## config.mk

```make
export PLATFORM = sky130hd
export DESIGN_NAME = buf_addr_decode
export DESIGN_NICKNAME = d
export VERILOG_FILES = /design/src/rtl/buf_cfg_pkg.sv /design/src/rtl/buf_bus_pkg.sv /design/src/rtl/buf_addr_decode.sv
export SDC_FILE = /design/constraint.sdc
export NUM_CORES = 1
export LEC_CHECK = 0
export ABC_AREA = 1
export BUFFER_PORTS_ARGS = -buffer_cell sky130_fd_sc_hd__buf_2
export CAP_MARGIN = 20
export CORE_AREA = 2 2 221 223
export DETAILED_ROUTE_END_ITERATION = 10
export DIE_AREA = 0 0 223 225
export GPL_ROUTABILITY_DRIVEN = 0
export GPL_TIMING_DRIVEN = 0
export PLACE_DENSITY = 0.35
export SLEW_MARGIN = 25
export SYNTH_ARGS = -nofsm -noshare
export SYNTH_HDL_FRONTEND = slang
export SYNTH_SLANG_ARGS = --single-unit
```

## constraint.sdc

```tcl
create_clock -name vclk -period 0.8
set_input_delay 0.08 -clock vclk [all_inputs]
set_output_delay 0.08 -clock vclk [all_outputs]
set_load 0.005 [all_outputs]
```

## src/rtl/buf_cfg_pkg.sv

```systemverilog
`default_nettype none

// Sizing of the shared NPU buffer system
package buf_cfg_pkg;

  localparam int NUM_BUFS    = 6;  // IOB0, IOB1, WB, WIB, LSTMB, INSTB/BIASB style banks
  localparam int BANK_IDX_W  = 3;
  localparam int WORD_ADDR_W = 6;
  localparam int DATA_W      = 64;
  localparam int STRB_W      = DATA_W / 8;

  // Host sees bank index above word address
  localparam int HOST_ADDR_W = BANK_IDX_W + WORD_ADDR_W;
  localparam int NUM_WORDS   = 1 << WORD_ADDR_W;

  typedef logic [BANK_IDX_W-1:0]  bank_idx_t;
  typedef logic [WORD_ADDR_W-1:0] word_addr_t;
  typedef logic [HOST_ADDR_W-1:0] host_addr_t;
  typedef logic [DATA_W-1:0]      buf_data_t;
  typedef logic [STRB_W-1:0]      buf_strb_t;

endpackage

`default_nettype wire

```

## src/rtl/buf_bus_pkg.sv

```systemverilog
`default_nettype none

// Request and tag formats passed between the buffer modules
package buf_bus_pkg;

  import buf_cfg_pkg::*;

  // Bank side request for one buffer bank
  typedef struct packed {
    logic       cs;     // Chip select for one cycle per request
    logic       we;     // Write when set, read otherwise
    word_addr_t addr;
    buf_data_t  wdata;
    buf_strb_t  strb;   // One bit per byte lane
  } buf_req_t;

  // Host side request with the flat address
  typedef struct packed {
    logic       cs;
    logic       we;
    host_addr_t addr;   // Bank index over word address
    buf_data_t  wdata;
    buf_strb_t  strb;
  } host_req_t;

  // Follows a host request to the return stage
  typedef struct packed {
    logic      rvalid;  // Host read to a real bank
    logic      err;     // Bank index out of range
    bank_idx_t bank;
  } rd_tag_t;

endpackage

`default_nettype wire

```

## src/rtl/buf_addr_decode.sv

```systemverilog
`timescale 1ns/100ps
`default_nettype none

module buf_addr_decode (
  input  buf_bus_pkg::host_req_t i_host_req,
  output buf_bus_pkg::buf_req_t  o_bank_req [buf_cfg_pkg::NUM_BUFS],
  output buf_bus_pkg::rd_tag_t   o_rd_tag
);

  import buf_cfg_pkg::*;
  import buf_bus_pkg::*;

  bank_idx_t  bank_idx;
  word_addr_t word_addr;
  logic       in_range;

  assign {bank_idx, word_addr} = i_host_req.addr;

  // Index 6 and 7 hit no bank
  assign in_range = (int'(bank_idx) < NUM_BUFS);

  // Fan out to the addressed bank only
  always_comb begin
    for (int i = 0; i < NUM_BUFS; i++) begin
      o_bank_req[i].cs    = i_host_req.cs && in_range && (bank_idx == bank_idx_t'(i));
      o_bank_req[i].we    = i_host_req.we;
      o_bank_req[i].addr  = word_addr;
      o_bank_req[i].wdata = i_host_req.wdata;
      o_bank_req[i].strb  = i_host_req.strb;
    end
  end

  // Tag for the return stage
  always_comb begin
    o_rd_tag.rvalid = i_host_req.cs && !i_host_req.we && in_range;
    o_rd_tag.err    = i_host_req.cs && !in_range;  // Reads and writes alike
    o_rd_tag.bank   = bank_idx;
  end

endmodule

`default_nettype wire

```

; ---- Word-level counts from Yosys, hierarchy flattened
; Index checks and enable logic that the tools add are counted.
[classes]
reduce_logical = 13
n_eq_ne = 5
n_lt_le_gt_ge = 1
[op_table]
columns = op, count
row1 = logical AND 1 bit, 10
row2 = "== test 3 x 2 -> 1 bit, second input constant", 2
row3 = "== test 3 bit, second input constant", 2
row4 = "== test 3 x 1 -> 1 bit, second input constant", 1
row5 = logical NOT 3 bit, 1
row6 = "less-than comparator 3 bit, second input constant", 1
row7 = logical NOT 1 bit, 2
[totals]
output_inout_bits = 485
ff_bits = 0
word_cells = 19
inputBits = 83

; ---- Depth between registers and ports, before layout
[depth]
ltp_word = 3
ltp_mapped = 3
mapped_depth_nobuf = 3

; ---- Least setup slack after synthesis
; Ideal clock, no wire load.
[synth_path]
path_type = input -> output
start = input port i_host_req[80] (netlist name)
end = output port o_bank_req[399] (netlist name)
t_required_ns = 0.720
path_slack_ns = 0.407
stages = 3
n_path_buf = 0
t_arrival_ns = 0.313
path_cell_list = inv_1 -> nand2_1 -> nor2_1
[synth_lines]
columns = element, line_no
row1 = "start, declared", buf_addr_decode.sv:5  ; input buf_bus_pkg::host_req_t i_host_req,
row2 = "end, declared", buf_addr_decode.sv:6  ; output buf_bus_pkg::buf_req_t o_bank_req [buf_cfg_pkg::NUM_BUFS],

==> impl_metrics.toml <==
[cts]
postCtsSetupBuffers = 0
cts_hold_buf = 0

[pwr]
pwr-share-clk_pct = 0
sw_frac_of_total_pct = 29.1
p_int_mw = 2.27
switching_power_mw = 0.930
combPwrFrac_pct = 100.0
power_density_mw_per_mm2 = 464
vdd_drop_max_mv = 0.124
p_leak_nw = 4.29
pwr-share-seq_pct = 0

[layout]
drive_gt1_share_pct = 98.3
seq_cell_count = 0
ff_latch_area_um2 = 0
fin_nets = 1073
area_delta_synth_final_pct = 88.2
clkbuf_count = 0
antenna_cells = 0
fillerInstances = 5494
post-route-cell-area_mm2 = 0.00689
multiInputGateArea_um2 = 67.6

[floorplanning]
pin_count = 568
core_region_area_mm2 = 0.0475
die_area_mm2 = 0.0502
initial_utilization_pct = 7.70
rows = 80
fp.dieW_um = 223
die_h_um = 225

[synth]
postSynthCellCount = 498
synth_top_area_share_pct = 97.8
synth_area_per_cell_um2 = 7.35
synth_fp_nets = 581
synth.most_common_cell = "buf_4"
yosysTopAreaCell = "buf_4"
ys_warn_count = 0
synthTopCellsByArea = "buf_4 (98%), nand2_1 (0.82%), nor2_1 (0.82%)"
yosysUniqueCellTypes = 5
synthesis.area_mm2 = 0.00366
ys_seq_area_share_pct = 0
synthTopCellsByCount = "buf_4 (477), nand2_1 (8), nor2_1 (8)"

[sta]
rsz0062_at_grt = "true"
setup_tns_ns = 0
setup_viol = 0
hold_viol = 0
fmax_ghz = 1.34
period_minus_slack_ns = 0.744
min_period_over_period_pct = 93.0
worst_pin_slew_ns = 0.176
slew_headroom_pct = 88.2
slew_violations = 0

[critical_path]
setup.worst_path.start_class = "input port"
crit_fanout = 5
cp_data_arrival_time_ns = 0.66
crit_type = "input port to primary output"
end_kind = "primary output"
worstPathRequired_ns = 0.72

[routing]
drc_errors = 0
firstDrtPassIters = 3
via_per_inst = 2.43
wl_per_cell_um = 7.99
first_iter_violations = 37
wl_um = 12800
antenna_left = 0
num_vias = 3900

[global_routing]
grt_max_degree = 8
antenna_found_initial = 0
grt_pass1_wl_um = 17000
grt_remaining_overflow = 0
grt_pass1_vias = 3301
grt_usage_pct = 4.11

[placed_design]
place_area_mm2 = 0.00688
io_buffers = 490
hpwl_um = 12100

[run_status]
status = "complete, no violations"

[worst_hold_path]
hold_path.class = "input port to primary output"

[job]
maxCapViolCount = 0
layout make-up:
cell class         count  area share [%]
repair buffers       490            35.6
plain buffers        477            52.0
well taps            615            11.2
multi-input cells     16           0.981
inverters              5           0.272
cells by family (layout without fill, tap and decap cells):
group | after synthesis | count (layout) | synth area share [%]
simple gates | 16 | 16 | 1.64
buf+inv | 482 | 972 | 98.4
power by group through the flow:
stage          Combinational [mW]  Clock [mW]  Sequential [mW]
3_3_place_gp                 3.28           0                0
4_1_cts                      3.25           0                0
2_1_floorplan                1.96           0                0
5_1_grt                      3.44           0                0
6_report                     3.20           0                0
3_5_place_dp                 3.24           0                0
path summary, 6_finish.rpt:
check	from	endpoint	slack, ns	cells after the start
max	i_host_req[79]	o_bank_req[79]	0.06	5
min	i_host_req[17]	o_bank_req[257]	0.33	2
per-stage QoR:
step / instances / util (%) / total power [mW] / setup WS, ns / hold slack (ns)
floorplan: 498 / - / 1.96 / 0.407 / 0.237
global placement: 1603 / 14.5 / 3.28 / -0.0908 / 0.328
detailed placement: 1603 / 14.5 / 3.24 / -0.0905 / 0.326
CTS: 1603 / 14.5 / 3.25 / -0.00781 / 0.326
global route: 1603 / 14.5 / 3.44 / -0.0315 / 0.328
finish: 1603 / 14.5 / 3.20 / 0.0558 / 0.326
cells in the final DEF (no fill, tap or decap):
cell,instances
buf_4,477
inv_1,4
nand2_1,8
nor2_2,3
nor2_1,5
inv_2,1
buf_2,490
what timing repair did:
action | CTS | global route
pin swaps | 0 | 1
resized for setup | 3 | 0
setup endpoints to repair | 3 | 2
critical path, stage by stage:
cell and delay (ns):
buf_2 0.13, inv_2 0.07, nand2_1 0.07, nor2_2 0.16, buf_2 0.15
layer usage:
layer	wire [µm]	track usage [%]
met1	3610	3.37
met2	8020	10.1
met3	1140	0.574
met4	27	0.108
met5	0	0
No activity file was read; power rests on OpenSTA's default activity.
