===== config.mk =====
export PLATFORM = sky130hd
export DESIGN_NAME = buf_bank
export DESIGN_NICKNAME = d
export VERILOG_FILES = /design/src/rtl/buf_cfg_pkg.sv /design/src/rtl/buf_bus_pkg.sv /design/src/rtl/buf_bank.sv
export SDC_FILE = /design/constraint.sdc
export NUM_CORES = 2
export LEC_CHECK = 0
export BUFFER_PORTS_ARGS = -buffer_cell sky130_fd_sc_hd__clkbuf_2
export CORE_ASPECT_RATIO = 1.1
export CORE_MARGIN = 10
export CORE_UTILIZATION = 65
export CTS_BUF_LIST = sky130_fd_sc_hd__clkbuf_4 sky130_fd_sc_hd__clkbuf_8
export DETAILED_ROUTE_END_ITERATION = 16
export HOLD_SLACK_MARGIN = 0.1
export PLACE_DENSITY_LB_ADDON = 0.1
export SLEW_MARGIN = 10
export SYNTH_ARGS = -nofsm -noshare
export SYNTH_HDL_FRONTEND = slang
export SYNTH_SLANG_ARGS = --single-unit

===== constraint.sdc =====
create_clock -name xclk -period 25.2 [get_ports xclk]
set_input_delay 5.04 -clock xclk [delete_from_list [all_inputs] [get_ports xclk]]
set_output_delay 5.04 -clock xclk [all_outputs]
set_load 0.02 [all_outputs]

===== src/rtl/buf_cfg_pkg.sv =====
`default_nettype none

// Sizing of the shared NPU buffer system
package buf_cfg_pkg;

  localparam int NUM_BUFS    = 6;  // IOB0, IOB1, WB, WIB, LSTMB, INSTB/BIASB style banks
  localparam int BANK_IDX_W  = 3;
  localparam int WORD_ADDR_W = 6;
  localparam int DATA_W      = 64;
  localparam int STRB_W      = DATA_W / 8;

  // Host sees bank index above word address
  localparam int HOST_ADDR_W = BANK_IDX_W + WORD_ADDR_W;
  localparam int NUM_WORDS   = 1 << WORD_ADDR_W;

  typedef logic [BANK_IDX_W-1:0]  bank_idx_t;
  typedef logic [WORD_ADDR_W-1:0] word_addr_t;
  typedef logic [HOST_ADDR_W-1:0] host_addr_t;
  typedef logic [DATA_W-1:0]      buf_data_t;
  typedef logic [STRB_W-1:0]      buf_strb_t;

endpackage

`default_nettype wire


===== src/rtl/buf_bus_pkg.sv =====
`default_nettype none

// Request and tag formats passed between the buffer modules
package buf_bus_pkg;

  import buf_cfg_pkg::*;

  // Bank side request for one buffer bank
  typedef struct packed {
    logic       cs;     // Chip select for one cycle per request
    logic       we;     // Write when set, read otherwise
    word_addr_t addr;
    buf_data_t  wdata;
    buf_strb_t  strb;   // One bit per byte lane
  } buf_req_t;

  // Host side request with the flat address
  typedef struct packed {
    logic       cs;
    logic       we;
    host_addr_t addr;   // Bank index over word address
    buf_data_t  wdata;
    buf_strb_t  strb;
  } host_req_t;

  // Follows a host request to the return stage
  typedef struct packed {
    logic      rvalid;  // Host read to a real bank
    logic      err;     // Bank index out of range
    bank_idx_t bank;
  } rd_tag_t;

endpackage

`default_nettype wire


===== src/rtl/buf_bank.sv =====
`timescale 1ns/100ps
`default_nettype none

module buf_bank (
  input  logic                   xclk,
  input  logic                   i_arst_n,
  input  logic                   i_host_en,   // High gives the bank to the host side
  input  buf_bus_pkg::buf_req_t  i_host_req,
  input  buf_bus_pkg::buf_req_t  i_eng_req,
  output buf_cfg_pkg::buf_data_t o_rdata
);

  import buf_cfg_pkg::*;
  import buf_bus_pkg::*;

  buf_req_t  sel_req;
  buf_data_t mem [NUM_WORDS];
  logic      wr_en;
  logic      rd_en;

  // Only the owning side's request goes through
  assign sel_req = i_host_en ? i_host_req : i_eng_req;

  assign wr_en = sel_req.cs && sel_req.we;
  assign rd_en = sel_req.cs && !sel_req.we;

  // Byte lane writes at the accepting edge
  always_ff @(posedge xclk) begin
    if (wr_en) begin
      for (int b = 0; b < STRB_W; b++) begin
        if (sel_req.strb[b]) begin
          mem[sel_req.addr][b*8 +: 8] <= sel_req.wdata[b*8 +: 8];
        end
      end
    end
  end

  // Read data holds until the next read
  always_ff @(posedge xclk) begin
    if (rd_en) begin
      o_rdata <= mem[sel_req.addr];
    end
  end

  // Decoder drives host requests only while the host owns the buffers
  a_host_owns: assert property (
    @(posedge xclk) disable iff (!i_arst_n)
    i_host_req.cs |-> i_host_en
  ) else $error("buf_bank: host request while engine owns the bank");

  // A write that touches no byte is a broken request
  a_wr_strb: assert property (
    @(posedge xclk) disable iff (!i_arst_n)
    wr_en |-> (sel_req.strb != '0)
  ) else $error("buf_bank: write with empty strobe");

endmodule

`default_nettype wire


# After elaboration in Yosys (flattened, before gate mapping)
# Memories as Yosys holds them, arrays and structs flattened. A register that Yosys moved wholly into a read port is not among the register bits.
# Cells that the tools add are included.
# Widths: inputs -> output; s select.
[word_totals] reg_bits=0 out_inout_bits=64 mem_bits_rw=4096 input_bits=163 n_memories=1
[memory_table] name="mem" depth=64 word_bits=64 read_ports=1 rd_clocked_by_memory_dff=1 write_ports=1 line="buf_bank.sv:17" rtl="buf_data_t mem [NUM_WORDS];"
[classes] n_mux=25 n_reduce_logical=3
[op_table] operator="$mux 80" n=1
[op_table] operator="$mux 1" n=24
[op_table] operator="$logic_and 1x1->1" n=2
[op_table] operator="$logic_not 1->1" n=1

# Longest topological paths before layout
[logic_depth] depth_word=4 depth_mapped=12 ltp_nobuf=6

# Worst setup path after synthesis
# No wires, ideal clock.
[synth_timing] kind="input port to flip-flop" start="input port i_host_en" end="register o_rdata[0] (read register of mem), enable pin" t_arrival_ns=10.874 slack_ns=13.741 n_path_buf=5 stages=6 setup_time_ns=0.585 cell_sequence="buf_4 buf_4 buf_2 buf_1 clkbuf_1 o32ai_1"
[synth_via] elab_chain_len=3
[synth_lines] item="from (decl)" line="buf_bank.sv:7" rtl="input logic i_host_en,"
[synth_lines] item="$mux 80 (*)" line="buf_bank.sv:22" rtl="assign sel_req = i_host_en ? i_host_req : i_eng_req;"
[synth_lines] item="$logic_not 1->1" line="buf_bank.sv:25" rtl="assign rd_en = sel_req.cs && !sel_req.we;"
[synth_lines] item="$logic_and 1x1->1 (*)" line="buf_bank.sv:25"
[synth_lines] item="named net rd_en" line="buf_bank.sv:19" rtl="logic rd_en;"
[synth_lines] item="to (decl)" line="buf_bank.sv:10" rtl="output buf_cfg_pkg::buf_data_t o_rdata"
# Mark *: on every way through the listed nets, which the timed path passes. The rest lies on a longest branch.

# Worst setup path in the final report
[layout_timing] start="input port i_host_en" end="memory mem[45][28] (netlist name), enable pin"
[layout_via] elab_chain_len=4 word_cells_on_any_way=5 classes_between="mux (4); reduce/logical (1)"
[layout_lines] item="$mux 80 (*)" line="buf_bank.sv:22"
[layout_lines] item="$mux 1 / $logic_and 1x1->1 (equally long branches)" line="buf_bank.sv:31, buf_bank.sv:24"
[layout_lines] item="$mux 1" line="buf_bank.sv:29" rtl="if (wr_en) begin"
[layout_lines] item="$mux 1 (implied by the code)" line="buf_bank.sv:32" rtl="mem[sel_req.addr][b*8 +: 8] <= sel_req.wdata[b*8 +: 8];"
[layout_lines] item="to (decl)" line="buf_bank.sv:17"
# Every way passes the cells marked *; elsewhere a longest branch is shown, timed or not.

==> impl_metrics.py <==
metrics = {
    "power": {
        "leakage_nw": 52.0,
        "clkPwrFrac": 0.383,
        "switchingPower_mw": 3.11,
        "powerDensity_mw_per_mm2": 79.3,
        "sequentialPowerShare": 0.562,
        "pwr-share-comb": 0.055,
        "max-vdd-ir-drop_uv": 64.0,
        "swShare": 0.227,
        "p_int_mw": 10.6,
    },
    "min_path": {
        "hold_path.startpoint": "mem[24][28]$_DFFE_PP_",
        "hold_path_class": "reg2reg",
        "min_to": "o_rdata[28]$_DFFE_PP_",
        "holdPathStages": 4,
    },
    "critical_path": {
        "cp-start-kind": "input pin",
        "cp-end-kind": "flop",
        "r2r_cells": 5,
        "worstSetupPathType": "in2reg",
        "crit_required_ns": 25.85,
        "rr_endpoint": "o_rdata[47]$_DFFE_PP_",
        "crit_fanout": 64,
        "crit_arrival_ns": 10.71,
        "r2r_start": "mem[32][47]$_DFFE_PP_",
        "r2r_slack_ns": 22.12,
    },
    "clocking": {
        "cts_resized": 0,
        "clock_sinks": 4160,
        "cts-root-buf": "clkbuf_8",
        "hold_buffers": 0,
        "clkLatencyLatePin_ns": 1.05,
        "postCtsSetupBuffers": 0,
        "h-tree-depth": 6,
        "cts_buffers": 628,
        "cts_buffer_depth": 4,
        "cts_tree": "yes",
        "clk_pin_slew_worst_paths_ns": 0.06,
    },
    "die": {
        "fp.dieW_um": 489,
        "core-area_mm2": 0.241,
        "dieHeight_um": 536,
        "initial_utilization": 0.653,
        "num_rows": 189,
        "die_area_mm2": 0.262,
        "pin_count": 227,
    },
    "global_route": {
        "overflow": 0,
        "grt.total_usage": 0.350,
        "antenna_found_initial": 50,
        "grt_max_degree": 171,
        "grt_pass1_wl_mm": 660,
        "grt_pass1_vias": 93918,
    },
    "place": {
        "pre_cts_ws_ns": 14.18,
        "place_congestion": 0.860,
        "dp_hpwl_mm": 262,
        "io_buffers": 225,
    },
    "routing": {
        "firstDrtPassIters": 6,
        "wl_per_cell_um": 34.4,
        "num_vias": 97165,
        "wl_mm": 468,
        "via_per_inst": 7.15,
        "final_antenna_net_count": 0,
        "first_iter_violations": 13996,
        "drc": 0,
    },
    "synthesis": {
        "seq_area_frac_synth": 0.795,
        "yosys_warnings": 0,
        "synth_cells": 9598,
        "synth_cell_types": 47,
        "synth-edff-count": 4160,
        "syn_avg_cell_area_um2": 16.4,
        "async_reset_ff_frac": 0,
        "synth-seq-cells": 4160,
        "syn_nets": 9761,
        "ys.flop_type": "edfxtp_1",
        "synth_area_mm2": 0.157,
    },
    "timing": {
        "clock.fmax_ghz": 0.0994,
        "worst_slack_ns": 15.14,
        "tns_ns": 0,
        "skew_ns": 0.0450,
        "slew_headroom": 0.0974,
        "fin_crit_ns": 10.06,
        "worst_slew_pin_slew_ns": 1.35,
        "rsz0062_at_grt": "false",
        "setup_viol": 0,
        "finalCritPeriodShare": 0.399,
        "final_max_slew_viol_count": 0,
        "hold_viol_final": 0,
    },
    "run": {
        "maxCapViolCount": 0,
    },
    "cells_and_area": {
        "drive_gt1_frac": 0.155,
        "area_growth_pct": 10.1,
        "fillerInstances": 14899,
        "multi_input_area_mm2": 0.0294,
        "layout.nets": 10086,
        "regArea_mm2": 0.125,
    },
    "run_status": {
        "status": "finished, final reports clean",
    },
}
-- per-stage QoR --
stage          cell area (um2)  cells  total power, mW  hold WS (ns)   util
6_report                173000  13597             13.7         0.691  0.719
2_1_floorplan           157000   9598             8.24         0.624      -
5_1_grt                 173000  13561             14.1         0.740  0.718
3_5_place_dp            161000  12444             8.59         0.669  0.669
3_3_place_gp            161000  12444             8.57         0.663  0.669
4_1_cts                 173000  13534             13.7         0.689  0.718
-- worst max-delay path: stages --
cell and delay [ns]:
buf_6 0.30, buf_4 0.74, nand3_1 0.38, o22ai_4 0.24, buf_4 0.55, buf_4 0.79
buf_4 0.67, nand2_1 0.61, buf_4 0.51, nor2_1 0.71
-- how the worst max path moves through the flow --
stage / from / end / slack (ns) / cells past startpoint
global placement: i_host_en / mem[45][25]$_DFFE_PP_ / 14.30 / 10
CTS: i_host_en / mem[45][33]$_DFFE_PP_ / 15.30 / 10
global route: i_host_en / mem[45][28]$_DFFE_PP_ / 15.00 / 10
detailed placement: i_host_en / mem[45][28]$_DFFE_PP_ / 14.18 / 10
floorplan: i_host_en / o_rdata[0]$_DFFE_PP_ / 13.74 / 6
finish: i_host_en / mem[45][28]$_DFFE_PP_ / 15.14 / 10
-- cell families (layout without fill, tap and decap cells) --
family                 Yosys count  in the layout  synth area share
buffers and inverters          749           1534            0.0201
AO/OA/AOI/OAI                 3281           3281             0.133
AND/OR/NAND/NOR               1328           1328            0.0469
other                            0             63                 0
multiplexers                    80             80           0.00572
flip-flops                    4160           4160             0.795
-- final cells by class --
class                      instances  share of cell area
antenna                           63            0.000911
clock buffer                     855              0.0602
clock inverter                   235             0.00725
inverter                           5            0.000108
multi-input combinational       4689               0.170
sequential                      4160               0.722
tap                             3151              0.0228
timing repair buffer             439              0.0168
-- synth_stat cells, types with 2 or more instances --
| library cell | n | area share |
|---|---|---|
| and2_1 | 2 | 0.000080 |
| buf_6 | 11 | 0.00079 |
| a2111oi_2 | 5 | 0.00048 |
| mux2_2 | 78 | 0.0056 |
| a22o_1 | 136 | 0.0076 |
| o22ai_1 | 2 | 0.000080 |
| nor4bb_1 | 2 | 0.00013 |
| and4_1 | 358 | 0.020 |
| nand3_1 | 121 | 0.0039 |
| inv_1 | 5 | 0.00012 |
| a31o_2 | 75 | 0.0042 |
| or2_1 | 4 | 0.00016 |
| nand4_1 | 85 | 0.0034 |
| a32oi_1 | 2 | 0.00011 |
| o31a_1 | 21 | 0.0012 |
| nor2_1 | 520 | 0.012 |
| mux2i_1 | 2 | 0.00013 |
| nand2_1 | 172 | 0.0041 |
| a22oi_1 | 1109 | 0.053 |
| a222oi_1 | 5 | 0.00032 |
| a2111oi_0 | 8 | 0.00045 |
| a31oi_1 | 244 | 0.0097 |
| buf_1 | 25 | 0.00060 |
| nor4_1 | 52 | 0.0021 |
| a32o_1 | 2 | 0.00013 |
| a21oi_1 | 22 | 0.00070 |
| buf_2 | 176 | 0.0056 |
| o21ai_0 | 1559 | 0.050 |
| nor4b_2 | 3 | 0.00029 |
| clkbuf_1 | 522 | 0.012 |
| edfxtp_1 | 4160 | 0.79 |
| o31ai_1 | 9 | 0.00043 |
| a221oi_1 | 76 | 0.0042 |
| nand2b_1 | 3 | 0.00012 |
| buf_4 | 10 | 0.00048 |
-- state kept, by name, summed over array words and instances, names as in the netlist --
name / cells
mem: 4096
o_rdata: 64
-- cell usage in the layout, fill, tap and decap left out, drive strengths merged, types with 22 or more instances in the layout --
| cell type | n |
|---|---|
| nand4 | 85 |
| o21ai | 1560 |
| nand2 | 172 |
| clkinv | 191 |
| nor4 | 52 |
| nor2 | 520 |
| edfxtp | 4160 |
| a22oi | 1110 |
| inv | 23 |
| nand3 | 121 |
| a22o | 136 |
| diode | 63 |
| a21oi | 22 |
| a31o | 76 |
| and4 | 358 |
| clkbuf | 1079 |
| a31oi | 244 |
| buf | 215 |
| mux2 | 78 |
| a221oi | 76 |
-- power groups by stage --
stage	Combinational [mW]	Clock (mW)	Sequential (mW)
finish	0.755	5.25	7.71
global route	0.780	5.56	7.71
CTS	0.738	5.25	7.71
detailed placement	0.736	0	7.86
global placement	0.717	0	7.86
floorplan	0.377	0	7.86
-- layer usage --
metal,GRT usage,share of wire,vias to the layer above
met5,0.00202,0.00042,-
met3,0.0911,0.12,1214
met4,0.216,0.067,20
met1,0.446,0.34,48732
li1,-,-,39872
met2,0.541,0.47,7327
(Power assumes the default switching activity.)
