`config.mk`:
```
export PLATFORM = sky130hd
export DESIGN_NAME = buf_read_return
export DESIGN_NICKNAME = d
export VERILOG_FILES = /design/src/rtl/buf_cfg_pkg.sv /design/src/rtl/buf_bus_pkg.sv /design/src/rtl/buf_read_return.sv
export SDC_FILE = /design/constraint.sdc
export NUM_CORES = 1
export LEC_CHECK = 0
export BUFFER_PORTS_ARGS = -buffer_cell sky130_fd_sc_hd__buf_2
export CAP_MARGIN = 20
export CORE_AREA = 2 2 175 177
export CTS_BUF_LIST = sky130_fd_sc_hd__clkbuf_2 sky130_fd_sc_hd__clkbuf_4 sky130_fd_sc_hd__clkbuf_8
export CTS_CLUSTER_DIAMETER = 100
export DETAILED_ROUTE_END_ITERATION = 7
export DIE_AREA = 0 0 177 179
export SETUP_SLACK_MARGIN = 0.15
export SYNTH_ARGS = -nofsm -noshare
export SYNTH_HDL_FRONTEND = slang
export SYNTH_SLANG_ARGS = --single-unit
```
`constraint.sdc`:
```
create_clock -name xclk -period 3.6 [get_ports xclk]
set_clock_uncertainty 0.2 [all_clocks]
set_input_delay 0.54 -clock xclk [delete_from_list [all_inputs] [get_ports xclk]]
set_output_delay 0.54 -clock xclk [all_outputs]
set_load 0.02 [all_outputs]
```
`src/rtl/buf_cfg_pkg.sv`:
```
`default_nettype none

// Sizing of the shared NPU buffer system
package buf_cfg_pkg;

  localparam int NUM_BUFS    = 6;  // IOB0, IOB1, WB, WIB, LSTMB, INSTB/BIASB style banks
  localparam int BANK_IDX_W  = 3;
  localparam int WORD_ADDR_W = 6;
  localparam int DATA_W      = 64;
  localparam int STRB_W      = DATA_W / 8;

  // Host sees bank index above word address
  localparam int HOST_ADDR_W = BANK_IDX_W + WORD_ADDR_W;
  localparam int NUM_WORDS   = 1 << WORD_ADDR_W;

  typedef logic [BANK_IDX_W-1:0]  bank_idx_t;
  typedef logic [WORD_ADDR_W-1:0] word_addr_t;
  typedef logic [HOST_ADDR_W-1:0] host_addr_t;
  typedef logic [DATA_W-1:0]      buf_data_t;
  typedef logic [STRB_W-1:0]      buf_strb_t;

endpackage

`default_nettype wire

```
`src/rtl/buf_bus_pkg.sv`:
```
`default_nettype none

// Request and tag formats passed between the buffer modules
package buf_bus_pkg;

  import buf_cfg_pkg::*;

  // Bank side request for one buffer bank
  typedef struct packed {
    logic       cs;     // Chip select for one cycle per request
    logic       we;     // Write when set, read otherwise
    word_addr_t addr;
    buf_data_t  wdata;
    buf_strb_t  strb;   // One bit per byte lane
  } buf_req_t;

  // Host side request with the flat address
  typedef struct packed {
    logic       cs;
    logic       we;
    host_addr_t addr;   // Bank index over word address
    buf_data_t  wdata;
    buf_strb_t  strb;
  } host_req_t;

  // Follows a host request to the return stage
  typedef struct packed {
    logic      rvalid;  // Host read to a real bank
    logic      err;     // Bank index out of range
    bank_idx_t bank;
  } rd_tag_t;

endpackage

`default_nettype wire

```
`src/rtl/buf_read_return.sv`:
```
`timescale 1ns/100ps
`default_nettype none

module buf_read_return (
  input  logic                   xclk,
  input  logic                   i_arst_n,
  input  buf_bus_pkg::rd_tag_t   i_rd_tag,
  input  buf_cfg_pkg::buf_data_t i_bank_rdata [buf_cfg_pkg::NUM_BUFS],
  output buf_cfg_pkg::buf_data_t o_host_rdata,
  output logic                   o_host_rvalid,
  output logic                   o_host_err
);

  import buf_cfg_pkg::*;
  import buf_bus_pkg::*;

  rd_tag_t tag_q;

  // Tag lines up with the bank read register
  always_ff @(posedge xclk or negedge i_arst_n) begin
    if (!i_arst_n) begin
      tag_q <= '0;
    end else begin
      tag_q <= i_rd_tag;
    end
  end

  assign o_host_rvalid = tag_q.rvalid;  // One cycle pulse
  assign o_host_err    = tag_q.err;

  // Zero for indices past the last bank
  always_comb begin
    o_host_rdata = '0;
    for (int i = 0; i < NUM_BUFS; i++) begin
      if (tag_q.bank == bank_idx_t'(i)) begin
        o_host_rdata = i_bank_rdata[i];
      end
    end
  end

endmodule

`default_nettype wire

```
* Yosys cells after proc, flatten, opt, wreduce, memory -nomap -nowiden
Cells that the tools add are included.
** Cells by class
- Equal/unequal tests :: 5
- Multiplexer cells :: 6
- Reductions and logical operators :: 1
** Operators by type and width (number)
- two-way mux 64 bit :: 6
- equality test 3 x 2 -> 1 bit, second input constant :: 2
- equality test 3 bit, second input constant :: 2
- equality test 3 x 1 -> 1 bit, second input constant :: 1
- zero test 3 bit :: 1
** Storage, ports and cells
- Register bits after elaboration :: 5
- Input port bits :: 391
- Output and inout bits :: 66
- Word-level logic and storage cells :: 15

* Logic depth before layout (Yosys ltp)
Gate-level depths: netlist of run 1.
- Depth in word-level cells :: 7
- Gate-level depth with buffers :: 6
- Gate-level depth less buffers :: 3

* Least setup slack after synthesis of run 1
No wires, ideal clock.
- Path type :: register to output
- Start :: reg tag_q[1] (netlist name)
- End :: out o_host_rdata[10]
- Arrival time :: 1416 ps
- Required time :: 2860 ps
- Path slack :: 1444 ps
- Stages on the path, launching flop included :: 7
- Path buffers :: 3
- Cells stage by stage :: dfrtp_1 > buf_4 > buf_12 > buf_12 > mux2i_1 > o21a_1 > o211ai_1
** On the way
- Longest elaborated chain between the ends :: 7
- Elaborated cells on any way between the ends :: 12
- Classes of those cells :: eq/ne (5); mux (6); reduce/logical (1)
** Ends and longest elaborated chain
- from (decl) :: line buf_read_return.sv:17 : rd_tag_t tag_q;
- from (signal assigned) :: line buf_read_return.sv:24 : tag_q <= i_rd_tag;
- zero test 3 bit :: line buf_read_return.sv:35 : if (tag_q.bank == bank_idx_t'(i)) begin
- two-way mux 64 bit (5 in a row) :: line buf_read_return.sv:35
- two-way mux 64 bit (*) :: line buf_read_return.sv:35
- to (decl) :: line buf_read_return.sv:9 : output buf_cfg_pkg::buf_data_t o_host_rdata,
Every way passes the cells marked *; elsewhere a longest branch is shown, timed or not.

* Worst setup path after layout of run 1
- Start :: reg tag_q[1] (netlist name)
- End :: out o_host_rdata[63]
Same word-level chain as after synthesis.

==> results.json, run 1 <==
{
  "rsz0062_at_grt": "false",
  "fmax_mhz": 359,
  "grt-ovfl-total": 0,
  "yosysMostFrequentCell": "nor2b_1",
  "cts_setup_buffers": 0,
  "io_buffer_count": 456,
  "required_ns": 2.86,
  "setup_ws_ns": 0.812,
  "wl_mm": 22.1,
  "drtPass1Iterations": 4,
  "die_area_sq_um": 31700,
  "cts_resized": 0,
  "critPathTopFamily": "buffers and inverters",
  "hold_viol": 0,
  "relSlewSlack_pct": 58.9,
  "cts.clk_slew.worst_paths_ns": 0.04,
  "clk_path_buf_depth": 2,
  "clock_power_share_pct": 11.6,
  "post-route-period-util_pct": 77.5,
  "syn_inst": 527,
  "synthTopCellsByArea": "mux2i_1 17%, a32oi_1 14%, nand3b_1 12%",
  "worstPathArrival_ns": 2.05,
  "area_delta_synth_final_pct": 67.9,
  "coreArea_sq_um": 30000,
  "antenna_found_initial": 4,
  "ir_drop_mv": 0.175,
  "syn-num-nets": 918,
  "met3_usage_pct": 1.97,
  "p_sw_uw": 466,
  "via_per_inst": 4.39,
  "met2_usage_pct": 21.4,
  "grt_use_met1_pct": 15.5,
  "path_buf_inv": 3,
  "yosys.cell_types.count": 17,
  "worstPathCellList": "buf_12, nor3b_2, buf_4, nand2_1, o211ai_1, buf_2",
  "setup_violations": 0,
  "end_kind": "primary output",
  "gp_congestion": 0.901,
  "period_minus_slack_ns": 2.79,
  "drive_gt1_share_pct": 51.6,
  "start_util_pct": 12.9,
  "worstMarginPinSlew_ns": 0.617,
  "p_sw_share_pct": 47.0,
  "wl_per_cell_microns": 16.6,
  "fin_nets": 1323,
  "cp_slowest_stage_delay_ns": 0.51,
  "outcome": "finished clean",
  "seqPwrFrac_pct": 6.7,
  "yosysTopAreaCellShare_pct": 16.6,
  "yosys.area.top_type": "mux2i_1",
  "syn_area_per_cell_sq_um": 7.34,
  "row_count": 64,
  "tns_ns": 0,
  "busiest_layer": "met2",
  "p_int_uw": 524,
  "ys_seq_area_share_pct": 3.24,
  "drt_iter0_drc": 251,
  "clkSinkCount": 5,
  "synth-seq-cells": 5,
  "crit_type": "reg -> out",
  "p_per_area_nw_per_um2": 152,
  "ios": 457,
  "grt_first_pass_wirelength_mm": 30.0,
  "place_ws_ns": 0.997,
  "power_uw": 990,
  "finalNonFillerCells": 1330,
  "grt_pass1_vias": 5343,
  "placed_cells": 1322,
  "path_max_fanout": 68,
  "leakage_uw": 0.00297,
  "fillers": 3400,
  "syn-cell-area_sq_um": 3870,
  "grt_use_total_pct": 12.2,
  "h-tree-depth": 1,
  "fp.dieH_microns": 179,
  "drv_slew": 0,
  "post-dp-hpwl_mm": 18.0,
  "yosysWarningCount": 0,
  "cts_tree": "yes",
  "cts_made_buffers": 3,
  "share_comb_of_total_power_pct": 81.7,
  "vias": 5836,
  "cp-start-kind": "flop",
  "fp.dieW_microns": 177,
  "ys.flop_type": "dfrtp_1",
  "hp-class": "in -> reg",
  "async_flop_share_pct": 100,
  "synth_edf_count": 0,
  "detail-route-antenna-nets": 0,
  "drv_cap": 0,
  "cts_hold_buffers": 1,
  "grt_max_degree": 129,
  "root_buffer": "clkbuf_8",
  "route.detailed.drc": 0,
  "slowest_stage": "dfrtp_4"
}
[power groups by stage]
stage	Sequential, uW	Clock (uW)	Combinational [uW]
after floorplan	62.9	0	443
after global placement	67.3	0	802
after detailed placement	67.5	0	810
after CTS	66.8	117	813
after global routing	67.2	123	872
final	66.4	115	809
[flip-flops by register name, summed over array words and instances (netlist names)]
name           cells
tag_q              3
o_host_rvalid      1
o_host_err         1
[cells by family (layout without fill, tap and decap cells)]
group,count (synthesis),count (layout),synth area share (%)
AND/OR/NAND/NOR,195,195,29.5
other,0,3,0
buffers and inverters,71,475,11.3
multiplexers,64,64,16.6
flip-flops,5,5,3.24
AO/OA/AOI/OAI,192,192,39.4
[final timing paths]
| kind | endpoint | from | slack (ns) | cells past startpoint |
|---|---|---|---|---|
| setup / recovery | o_host_rdata[63] | tag_q[1] | 0.81 | 6 |
| hold / removal | o_host_err | i_rd_tag[3] | 0.22 | 1 |
| max in group asynchronous | tag_q[0] | i_arst_n | 2.55 | 2 |
| min in group asynchronous | o_host_rvalid | i_arst_n | 0.49 | 2 |
[cell type report]
type                       count  area [sq um]  share of cell area (%)
tap                          396           495                    7.63
multi-input combinational    451          3320                    51.1
sequential                     5           136                    2.10
clock buffer                   4          48.8                   0.752
timing repair buffer         471          2480                    38.3
antenna                        3          7.51                   0.116
[cell usage in the layout (no fill, tap or decap), drive strengths merged]
| cell type | n |
|---|---|
| a32oi | 64 |
| and2 | 1 |
| buf | 470 |
| clkbuf | 4 |
| dfrtp | 5 |
| diode | 3 |
| dlygate4sd3 | 1 |
| mux2i | 64 |
| nand2 | 64 |
| nand3b | 64 |
| nor2b | 65 |
| nor3b | 1 |
| o211ai | 64 |
| o21a | 64 |
[layer usage]
layer | share of wire [%] | routed length, microns
met5 | 0 | 0
met4 | 1.9 | 414
met3 | 7.7 | 1700
met2 | 48 | 10700
met1 | 42 | 9360
[per-stage QoR]
stage | cell area [sq um] | hold slack, ns | utilization (%)
after floorplan | 3870 | 0.0444 | -
after global placement | 6420 | 0.169 | 21.4
after detailed placement | 6420 | 0.169 | 21.4
after CTS | 6480 | 0.218 | 21.6
after global routing | 6490 | 0.220 | 21.6
final | 6490 | 0.223 | 21.6
No activity file was read; power rests on OpenSTA's default activity.
==> run 2: changes to the inputs <==
--- a/config.mk
+++ b/config.mk
@@ -5,13 +5,14 @@
 export SDC_FILE = /design/constraint.sdc
 export NUM_CORES = 1
 export LEC_CHECK = 0
+export ABC_AREA = 1
 export BUFFER_PORTS_ARGS = -buffer_cell sky130_fd_sc_hd__buf_2
 export CAP_MARGIN = 20
-export CORE_AREA = 2 2 175 177
+export CORE_AREA = 2 2 177 179
 export CTS_BUF_LIST = sky130_fd_sc_hd__clkbuf_2 sky130_fd_sc_hd__clkbuf_4 sky130_fd_sc_hd__clkbuf_8
 export CTS_CLUSTER_DIAMETER = 100
 export DETAILED_ROUTE_END_ITERATION = 7
-export DIE_AREA = 0 0 177 179
+export DIE_AREA = 0 0 179 181
 export SETUP_SLACK_MARGIN = 0.15
 export SYNTH_ARGS = -nofsm -noshare
 export SYNTH_HDL_FRONTEND = slang
==> constraint.sdc (replaced) <==
create_clock -name xclk -period 2.6 [get_ports xclk]
set_clock_uncertainty 0.2 [all_clocks]
set_input_delay 0.39 -clock xclk [delete_from_list [all_inputs] [get_ports xclk]]
set_output_delay 0.39 -clock xclk [all_outputs]
set_load 0.02 [all_outputs]
==> results.json, run 2 <==
{
  "drtPass1Iterations": 5,
  "detail-route-antenna-nets": 0,
  "tns_ns": 0,
  "worstMarginPinSlew_ns": 0.328,
  "grt_pass1_vias": 5964,
  "yosysTopAreaCellShare_pct": 29.1,
  "wl_met1_mm": 9.05,
  "syn_area_per_cell_sq_um": 4.63,
  "via_per_inst": 4.26,
  "io_buffer_count": 456,
  "post-route-period-util_pct": 92.3,
  "crit_type": "reg -> out",
  "syn-num-nets": 1103,
  "mostFrequentLayoutCells": "455 x buf_2, 256 x nand2_1, 128 x nand4_1",
  "hold_viol": 0,
  "ir_drop_mv": 0.343,
  "relSlewSlack_pct": 78.0,
  "fp.dieW_microns": 179,
  "grt_max_degree": 65,
  "grt_first_pass_wirelength_mm": 31.7,
  "clkSinkCount": 5,
  "p_per_area_nw_per_um2": 201,
  "post-dp-hpwl_mm": 18.6,
  "leakage_uw": 0.00365,
  "top_register": "tag_q",
  "die_area_sq_um": 32400,
  "grt-ovfl-total": 0,
  "h-tree-depth": 1,
  "holdPathStages": 1,
  "drv_slew": 0,
  "synth_edf_count": 0,
  "hp-class": "in -> reg",
  "row_count": 64,
  "yosys.cell_types.count": 14,
  "drive_gt1_share_pct": 43.9,
  "fillers": 3554,
  "cp_slowest_stage_delay_ns": 0.48,
  "synth-seq-cells": 5,
  "rsz0062_at_grt": "false",
  "ys.flop_type": "dfrtp_1",
  "period_minus_slack_ns": 2.40,
  "slowest_stage": "dfrtp_2",
  "outcome": "finished clean",
  "wl_met2_mm": 11.8,
  "largest_reg_flops": 3,
  "ys_top_cells_by_count": "256 x nand2_1, 128 x nand4_1, 128 x nor2_1",
  "worstPathCellList": "inv_2, nand3_4, buf_12, nor2_1, nor2_1, nand4_1, buf_2",
  "yosysWarningCount": 0,
  "drv_cap": 0,
  "cts_tree": "yes",
  "fp.dieH_microns": 181,
  "ys_seq_area_share_pct": 3.80,
  "mostFrequentLayoutCell": "buf_2",
  "placed_area_sq_um": 6110,
  "root_buffer": "clkbuf_8",
  "drt_iter0_drc": 355,
  "antenna_found_initial": 3,
  "end_kind": "primary output",
  "worstPathArrival_ns": 1.81,
  "design_area_sq_um": 6300,
  "path_buf_inv": 3,
  "cts_made_buffers": 3,
  "wl_per_cell_microns": 15.4,
  "syn-cell-area_sq_um": 3300,
  "cts.clk_slew.worst_paths_ns": 0.04,
  "yosys.area.top_type": "nand2_1",
  "maxUsedRoutingLayer": "met4",
  "gp_congestion": 0.876,
  "fmax_mhz": 417,
  "clk_path_buf_depth": 2,
  "setup_violations": 0,
  "crit_top_cell": "nor2_1",
  "synthTopCellsByArea": "nand2_1 29%, nand4_1 24%, nor2_1 15%",
  "syn_inst": 712,
  "yosysMostFrequentCell": "nand2_1",
  "start_util_pct": 10.9,
  "crit_cells": 7,
  "fin_nets": 1533,
  "ios": 457,
  "vias": 6552,
  "grt_use_total_pct": 12.4,
  "area_delta_synth_final_pct": 91.2,
  "route.detailed.drc": 0,
  "coreArea_sq_um": 30300,
  "required_ns": 2.01,
  "path_max_fanout": 31,
  "wl_mm": 23.7,
  "critPathTopFamily": "simple AND/OR/NAND/NOR gates",
  "async_flop_share_pct": 100,
  "route.met3.wl_mm": 2.38,
  "cp-start-kind": "flop"
}
## run 2: area by class of cell
cell class	instances	area (sq um)	area share [%]
multi-input combinational	581	2650	42.0
inverter	67	259	4.11
clock buffer	4	48.8	0.774
sequential	5	129	2.04
timing repair buffer	484	2720	43.1
antenna	2	5.00	0.0794
tap	396	495	7.86
## run 2: kinds of logic (layout without fill, tap and decap cells)
logic type | Yosys count | count (layout) | synth area share [%]
buffers and inverters | 126 | 555 | 16.5
AND/OR/NAND/NOR | 581 | 581 | 79.7
flip-flops | 5 | 5 | 3.80
other | 0 | 2 | 0
## run 2: where the power goes
| group | internal [uW] | switching (uW) |
|---|---|---|
| Combinational | 440 | 584 |
| Clock | 116 | 38.0 |
| Sequential | 82.7 | 7.97 |
## run 2: per-stage QoR
| step | power (uW) | hold WS (ns) | cells | setup WS (ns) | utilization, % |
|---|---|---|---|---|---|
| 4_1_cts | 1240 | 0.0766 | 1532 | 0.159 | 20.3 |
| 5_1_grt | 1370 | 0.0783 | 1539 | 0.155 | 20.8 |
| 6_report | 1270 | 0.0762 | 1539 | 0.201 | 20.8 |
| 3_5_place_dp | 1080 | 0.0218 | 1527 | 0.197 | 20.1 |
| 2_1_floorplan | 544 | -0.106 | 712 | 0.619 | - |
| 3_3_place_gp | 1070 | 0.0218 | 1527 | 0.235 | 20.1 |
## run 2: what timing repair did
action | in CTS | in global routing
setup endpoints to repair | 4 | 26
hold endpoints to repair | 5 | 0
pin swaps | 0 | 4
gates resized for setup | 2 | 17
cloned | 0 | 3
hold buffers | 1 | 0
setup buffers | 0 | 2
## run 2: path summary, 6_finish.rpt
check	start	to	slack, ns
max in group asynchronous	i_arst_n	tag_q[0]	1.72
worst max-delay path	tag_q[0]	o_host_rdata[46]	0.20
worst min-delay path	i_rd_tag[4]	o_host_rvalid	0.08
min in group asynchronous	i_arst_n	o_host_err	0.32
## run 2: layer usage
layer / track usage, % / up-vias
met1: 14.5 / 2920
met4: 2.60 / 0
li1: - / 3199
met2: 23.6 / 409
met5: 0 / -
met3: 1.62 / 24
